===== src/common/audio_pkg.sv =====
//////////////////////////////////////////////////////////////////////
// I2S framing for the silent audio path
// bit clock is mclk / 4, 32 bit clocks per channel slot
//////////////////////////////////////////////////////////////////////

package audio_pkg;

    // master clocks per bit clock
    localparam int unsigned mclk_per_sclk = 4;

    // bit clocks per channel slot, 64 per stereo frame
    localparam int unsigned sclk_per_channel = 32;

    // divider from mclk to sclk
    // top bit is the bit clock itself
    typedef logic [1:0] sclk_div_t;

    // bit position inside one channel slot
    typedef logic [4:0] slot_count_t;

endpackage


===== src/common/video_pkg.sv =====
//////////////////////////////////////////////////////////////////////
// raster constants and types for the video path
// the raster is fixed at 292 clocks x 870 lines, one pixel per clock
// counters are 10 bits wide, so the totals must stay below 1024
//////////////////////////////////////////////////////////////////////

package video_pkg;

    //////////////////////////////////////////////////////////////////////
    // horizontal raster, in clocks
    //////////////////////////////////////////////////////////////////////

    // full line including blanking
    localparam int unsigned h_total  = 292;
    // blank clocks ahead of the active window
    localparam int unsigned h_bporch = 10;
    // visible pixels per line
    localparam int unsigned h_active = 256;
    // hsync position, kept off clock 0 so it never lands on vsync
    localparam int unsigned h_sync_x = 3;

    //////////////////////////////////////////////////////////////////////
    // vertical raster, in lines
    //////////////////////////////////////////////////////////////////////

    localparam int unsigned v_total  = 870;
    localparam int unsigned v_bporch = 10;
    localparam int unsigned v_active = 240;

    // horizontal or vertical position
    typedef logic [9:0] raster_count_t;

    // colour from the pixel source, 4 bits per channel
    typedef struct packed {
        logic [3:0] r;
        logic [3:0] g;
        logic [3:0] b;
    } pixel444_t;

    // output colour, red in [23:16], green in [15:8], blue in [7:0]
    typedef logic [23:0] rgb888_t;

    // per-clock raster state
    typedef struct packed {
        logic de;
        logic hs;
        logic vs;
    } video_sync_t;

endpackage


===== src/audio/i2s_silence_gen.sv =====
//////////////////////////////////////////////////////////////////////
// silent I2S stream clocked from the master clock
// sclk = mclk / 4, lrck flips every 32 bit clocks
// the data line never leaves zero
//////////////////////////////////////////////////////////////////////

`timescale 1ns/1ps

module i2s_silence_gen
    import audio_pkg::*;
(
    input  logic audgen_mclk,
    input  logic reset_n,
    output logic audio_sclk,
    output logic audio_lrck,
    output logic audio_dac
);

    //////////////////////////////////////////////////////////////////////
    // bit clock divider
    //////////////////////////////////////////////////////////////////////

    sclk_div_t sclk_div;

    // divider at its last count, next edge is a falling sclk edge
    logic sclk_fall;

    assign sclk_fall = (sclk_div == sclk_div_t'(mclk_per_sclk - 1));

    always_ff @(posedge audgen_mclk or negedge reset_n) begin
        if (!reset_n) begin
            sclk_div <= '0;
        end else begin
            // free running, wraps 3 -> 0
            sclk_div <= sclk_div + sclk_div_t'(1);
        end
    end

    // top bit: low for counts 0-1, high for 2-3
    assign audio_sclk = sclk_div[1];

    //////////////////////////////////////////////////////////////////////
    // slot counter and channel select
    //////////////////////////////////////////////////////////////////////

    slot_count_t slot_count;

    // last bit of the current channel
    logic slot_last;

    assign slot_last = (slot_count == slot_count_t'(sclk_per_channel - 1));

    always_ff @(posedge audgen_mclk or negedge reset_n) begin
        if (!reset_n) begin
            slot_count <= '0;
            audio_lrck <= 1'b0;
            audio_dac  <= 1'b0;
        end else begin
            // silent sample bits
            audio_dac <= 1'b0;
            if (sclk_fall) begin
                slot_count <= slot_count + slot_count_t'(1);
                // switch channels at the end of the slot
                if (slot_last) begin
                    audio_lrck <= ~audio_lrck;
                end
            end
        end
    end

endmodule


===== src/verilog/core_av_top.sv =====
//////////////////////////////////////////////////////////////////////
// video timing, video output stage and silent I2S on one clock
// pixel source is external; pixel_visible marks the pixel on screen
//////////////////////////////////////////////////////////////////////

`timescale 1ns/1ps

module core_av_top
    import video_pkg::*;
(
    input  logic      audgen_mclk,
    input  logic      reset_n,
    // pixel source
    input  pixel444_t pixel_in,
    output logic      pixel_visible,
    // video pins
    output rgb888_t   video_rgb,
    output logic      video_de,
    output logic      video_hs,
    output logic      video_vs,
    // audio pins
    output logic      audio_mclk,
    output logic      audio_sclk,
    output logic      audio_lrck,
    output logic      audio_dac
);

    // combinational raster state
    video_sync_t raster;

    video_timing i_video_timing (
        .audgen_mclk (audgen_mclk),
        .reset_n     (reset_n),
        .raster      (raster)
    );

    video_output i_video_output (
        .audgen_mclk (audgen_mclk),
        .reset_n     (reset_n),
        .raster      (raster),
        .pixel_in    (pixel_in),
        .video_rgb   (video_rgb),
        .video_de    (video_de),
        .video_hs    (video_hs),
        .video_vs    (video_vs)
    );

    // visible flag back to the pixel source
    assign pixel_visible = video_de;

    i2s_silence_gen i_i2s_silence_gen (
        .audgen_mclk (audgen_mclk),
        .reset_n     (reset_n),
        .audio_sclk  (audio_sclk),
        .audio_lrck  (audio_lrck),
        .audio_dac   (audio_dac)
    );

    // master clock straight out
    assign audio_mclk = audgen_mclk;

endmodule


===== src/video/video_output.sv =====
//////////////////////////////////////////////////////////////////////
// pixel capture and registered video outputs
// pixel_in is sampled every clock; the value shown is the one
// captured on the previous edge. blanking forces black
//////////////////////////////////////////////////////////////////////

`timescale 1ns/1ps

module video_output
    import video_pkg::*;
(
    input  logic        audgen_mclk,
    input  logic        reset_n,
    input  video_sync_t raster,
    input  pixel444_t   pixel_in,
    output rgb888_t     video_rgb,
    output logic        video_de,
    output logic        video_hs,
    output logic        video_vs
);

    // 4-bit colour into the upper nibble, low nibble zero
    function automatic rgb888_t expand_444(input pixel444_t px);
        rgb888_t rgb;
        rgb = '0;
        rgb[23:20] = px.r;
        rgb[15:12] = px.g;
        rgb[7:4]   = px.b;
        return rgb;
    endfunction

    //////////////////////////////////////////////////////////////////////
    // pixel capture
    //////////////////////////////////////////////////////////////////////

    // payload only
    pixel444_t pixel_q;

    always_ff @(posedge audgen_mclk) begin
        pixel_q <= pixel_in;
    end

    //////////////////////////////////////////////////////////////////////
    // output registers
    //////////////////////////////////////////////////////////////////////

    // registered raster state
    video_sync_t sync_q;
    rgb888_t     rgb_q;

    always_ff @(posedge audgen_mclk or negedge reset_n) begin
        if (!reset_n) begin
            sync_q <= '0;
            rgb_q  <= '0;
        end else begin
            sync_q <= raster;
            // black outside the active window
            if (raster.de) begin
                rgb_q <= expand_444(pixel_q);
            end else begin
                rgb_q <= '0;
            end
        end
    end

    // pins
    assign video_rgb = rgb_q;
    assign video_de  = sync_q.de;
    assign video_hs  = sync_q.hs;
    assign video_vs  = sync_q.vs;

endmodule


===== src/video/video_timing.sv =====
//////////////////////////////////////////////////////////////////////
// raster counters and sync / active-window decode
// raster output is combinational from the counters; register it
// downstream before it reaches any pin
//////////////////////////////////////////////////////////////////////

`timescale 1ns/1ps

module video_timing
    import video_pkg::*;
(
    input  logic        audgen_mclk,
    input  logic        reset_n,
    output video_sync_t raster
);

    //////////////////////////////////////////////////////////////////////
    // counters
    //////////////////////////////////////////////////////////////////////

    // current column and line
    raster_count_t h_count;
    raster_count_t v_count;

    // wrap points
    logic line_end;
    logic frame_end;

    assign line_end  = (h_count == raster_count_t'(h_total - 1));
    assign frame_end = (v_count == raster_count_t'(v_total - 1));

    // column advances every clock
    always_ff @(posedge audgen_mclk or negedge reset_n) begin
        if (!reset_n) begin
            h_count <= '0;
        end else if (line_end) begin
            h_count <= '0;
        end else begin
            h_count <= h_count + raster_count_t'(1);
        end
    end

    // line advances once per horizontal wrap
    always_ff @(posedge audgen_mclk or negedge reset_n) begin
        if (!reset_n) begin
            v_count <= '0;
        end else if (line_end) begin
            if (frame_end) begin
                v_count <= '0;
            end else begin
                v_count <= v_count + raster_count_t'(1);
            end
        end
    end

    //////////////////////////////////////////////////////////////////////
    // decode
    //////////////////////////////////////////////////////////////////////

    // inside the 256 visible columns
    logic h_in_window;
    // inside the 240 visible lines
    logic v_in_window;

    assign h_in_window = (h_count >= raster_count_t'(h_bporch)) &&
                         (h_count <  raster_count_t'(h_bporch + h_active));

    assign v_in_window = (v_count >= raster_count_t'(v_bporch)) &&
                         (v_count <  raster_count_t'(v_bporch + v_active));

    always_comb begin
        // frame origin only
        raster.vs = (h_count == '0) && (v_count == '0);
        // a few clocks into every line, never on the vsync clock
        raster.hs = (h_count == raster_count_t'(h_sync_x));
        // active picture
        raster.de = h_in_window && v_in_window;
    end

endmodule

===== config.mk =====
export PLATFORM = sky130hd
export DESIGN_NAME = core_av_top
export DESIGN_NICKNAME = d
export VERILOG_FILES = /design/src/common/audio_pkg.sv /design/src/common/video_pkg.sv /design/src/audio/i2s_silence_gen.sv /design/src/verilog/core_av_top.sv /design/src/video/video_output.sv /design/src/video/video_timing.sv
export SDC_FILE = /design/constraint.sdc
export NUM_CORES = 1
export LEC_CHECK = 0
export ABC_AREA = 1
export BUFFER_PORTS_ARGS = -buffer_cell sky130_fd_sc_hd__buf_2
export CORE_ASPECT_RATIO = 0.7
export CORE_MARGIN = 5
export CORE_UTILIZATION = 40
export CTS_CLUSTER_DIAMETER = 200
export CTS_CLUSTER_SIZE = 12
export DETAILED_ROUTE_END_ITERATION = 7
export PLACE_DENSITY = 0.68
export SETUP_SLACK_MARGIN = 0.05
export SYNTH_ARGS = -nofsm -noshare
export SYNTH_HDL_FRONTEND = slang
export SYNTH_SLANG_ARGS = --single-unit

===== constraint.sdc =====
create_clock -name audgen_mclk -period 2.8 [get_ports audgen_mclk]
set_input_delay 0.14 -clock audgen_mclk [delete_from_list [all_inputs] [get_ports audgen_mclk]]
set_output_delay 0.14 -clock audgen_mclk [all_outputs]
set_load 0.02 [all_outputs]

==> impl_metrics.toml <==
[place]
place.gp.congestion = 0.8167
dp_cells = 380
hpwl_um = 3047
dp_slack_ps = 1125
port-buffer-count = 32
place_area_um2 = 2635

[floorplanning]
initial_utilization_pct = 40.42
core-area_um2 = 6126
dieArea_um2 = 7889
die_width_um = 104.0
rows = 24
ios = 46
die_h_um = 75.83

[grt]
antenna_found_initial = 0
grt_max_degree = 44
grt_first_pass_wirelength_um = 7417
grt_pass1_vias = 1747
grtUsageTotal_pct = 11.65
grt_overflow = 0

[finish]
finalInstanceArea_um2 = 2909
mostFrequentLayoutCell = "nand2_1"
diodes = 0
final_cell_mix = "nand2_1 (55), dfrtp_1 (43), inv_1 (41)"
area_delta_synth_final_pct = 17.48
layout-drive-gt1-share_pct = 19.94
fillers = 598
layoutNonFillerInstCount = 404
fin_nets = 347

[power]
p_clk_share_pct = 41.5
internal_power_mw = 1.109
p_leak_nw = 1.579
p_sw_mw = 0.3544
pwr_density_cell_nw_per_um2 = 503.1
switching_share_pct = 24.22
max-vdd-ir-drop_mv = 0.4204
seqPwrFrac_pct = 54.8
p_comb_share_pct = 3.7

[sta]
grt_setup_unrepaired = "false"
setup_ws_ps = 887.9
tns_ps = 0
finalSetupViolCount = 0
fin_hold_ws_ps = 352.5
fin_worst_skew_ps = 15.61
finalHoldViolCount = 0
max_slew_margin_pct = 37.76
drv_slew = 0
tightest_slew_ps = 933.5

[hold_path]
min_path_type = "in2reg"

[route]
wirelength_um = 4233
viasPerCell = 4.290
drt_first_iter_violations = 121
wl_met3_um = 246
top_layer = "met4"
post_drt_wl_per_cell_um = 10.48
antenna_left = 0
wl_met1_um = 2088
drt_pre_antenna_iters = 4
post-route-drc-count = 0
wl_met2_um = 1876
vias = 1733

[clock_tree]
postCtsSetupBuffers = 0
cts_tree = "yes"
clk-insertion-delay-late_ps = 420
clkTransAtPathRegs_ps = 110
cts_hold_buf = 13
cts_resized = 0

[critical_path]
cp.arrival_ps = 1770
path_max_fanout = 2
startpoint_type = "clock port"
required_ps = 2660
cp-end-kind = "output port"
critical_path_class = "clk2out"

[synth]
synthDistinctLibCells = 26
synth_area_um2 = 2476
synth_top_area_share_pct = 43.46
syn_inst = 277
synth_area_leaders = "dfrtp_1 (43%), dfxtp_1 (9.7%), nand2_1 (8.3%), inv_1 (6.2%), buf_4 (4.9%)"
yosysWarnings = 0
synth_seq_cells = 55
synth_area_leader_cell = "dfrtp_1"
syn_area_per_cell_um2 = 8.939
yosysSeqAreaShare_pct = 53.16

[run]
drv_cap = 0

[run_status]
outcome = "complete, no violations"
-- sequential cells by signal, indices dropped and copies added (netlist names), 2 cells and up --
signal,cells
i_video_timing.v_count,10
i_i2s_silence_gen.sclk_div,2
i_i2s_silence_gen.slot_count,5
i_video_output.pixel_q,12
i_video_output.video_rgb,12
i_video_timing.h_count,10
-- final cells by class --
type	instances	area (um2)	area share [%]
sequential	55	1316	45.25
timing repair buffer	45	292.8	10.06
multi-input combinational	168	880.8	30.28
clock inverter	3	33.78	1.161
clock buffer	9	115.1	3.957
inverter	46	172.7	5.935
tap	78	97.59	3.355
-- kinds of logic (layout without fill, tap and decap cells) --
logic type	count (synthesis)	after routing	synth area share [%]
adders and majority gates	8	8	4.043
DFF	55	55	53.16
AOI/OAI and AO/OA	10	10	2.021
other	1	13	0.1514
xor gates and xnor gates	12	12	4.245
buffers and inverters	66	103	13.09
and+or+nand+nor	125	125	23.29
-- layer usage --
layer,vias to the layer above,global-route usage [%]
met3,3,3.556
met4,0,4.598
met1,784,15.22
met2,47,18.50
met5,-,0
li1,899,-
-- through the flow --
stage,power [mW],utilization [%]
detailed placement,0.8933,43.01
finish,1.463,47.49
global route,1.539,47.49
floorplan,0.8936,-
global placement,0.8924,43.01
CTS,1.490,47.49
-- synthesized netlist by cell type --
cell / instances
dfxtp_1: 12
nand3_1: 15
nor4_1: 1
xnor2_1: 3
buf_6: 2
xor2_1: 9
dfrtp_1: 43
conb_1: 1
nand2_1: 55
o21ai_1: 1
nor2_4: 3
and3_1: 2
ha_1: 8
nand3b_1: 1
inv_1: 41
nor2_1: 27
buf_4: 16
inv_2: 5
o21ai_0: 9
buf_2: 1
clkbuf_1: 1
nor3_1: 4
nand2_2: 1
nor2_2: 10
nand3_2: 2
nand4_1: 4
-- power groups by stage --
stage | Clock, mW | Sequential (mW) | Combinational, mW
finish | 0.607 | 0.803 | 0.0538
global route | 0.673 | 0.804 | 0.0617
CTS | 0.632 | 0.803 | 0.0548
detailed placement | 0.0334 | 0.819 | 0.0411
global placement | 0.0334 | 0.818 | 0.0406
floorplan | 0.0417 | 0.818 | 0.0335
-- critical path: stages --
cell and delay [ps]:
clkbuf_8 110, clkbuf_8 120, buf_2 150
-- worst paths after layout --
| kind | depth (start not counted) | slack [ps] | to | start |
|---|---|---|---|---|
| worst min register to register | 2 | 410 | i_video_output.video_rgb[4] | i_video_output.pixel_q[0] |
| max in group asynchronous | 2 | 1820 | i_video_timing.h_count[4] | reset_n |
| worst max-delay path | 3 | 890 | audio_mclk | audgen_mclk |
| worst min-delay path | 2 | 350 | i_video_output.pixel_q[10] | pixel_in[10] |
| min in group asynchronous | 2 | 400 | i_video_output.video_vs | reset_n |
| worst max register to register | 9 | 1120 | i_video_timing.v_count[4] | i_video_timing.h_count[0] |
No activity file was read; power rests on OpenSTA's default activity.
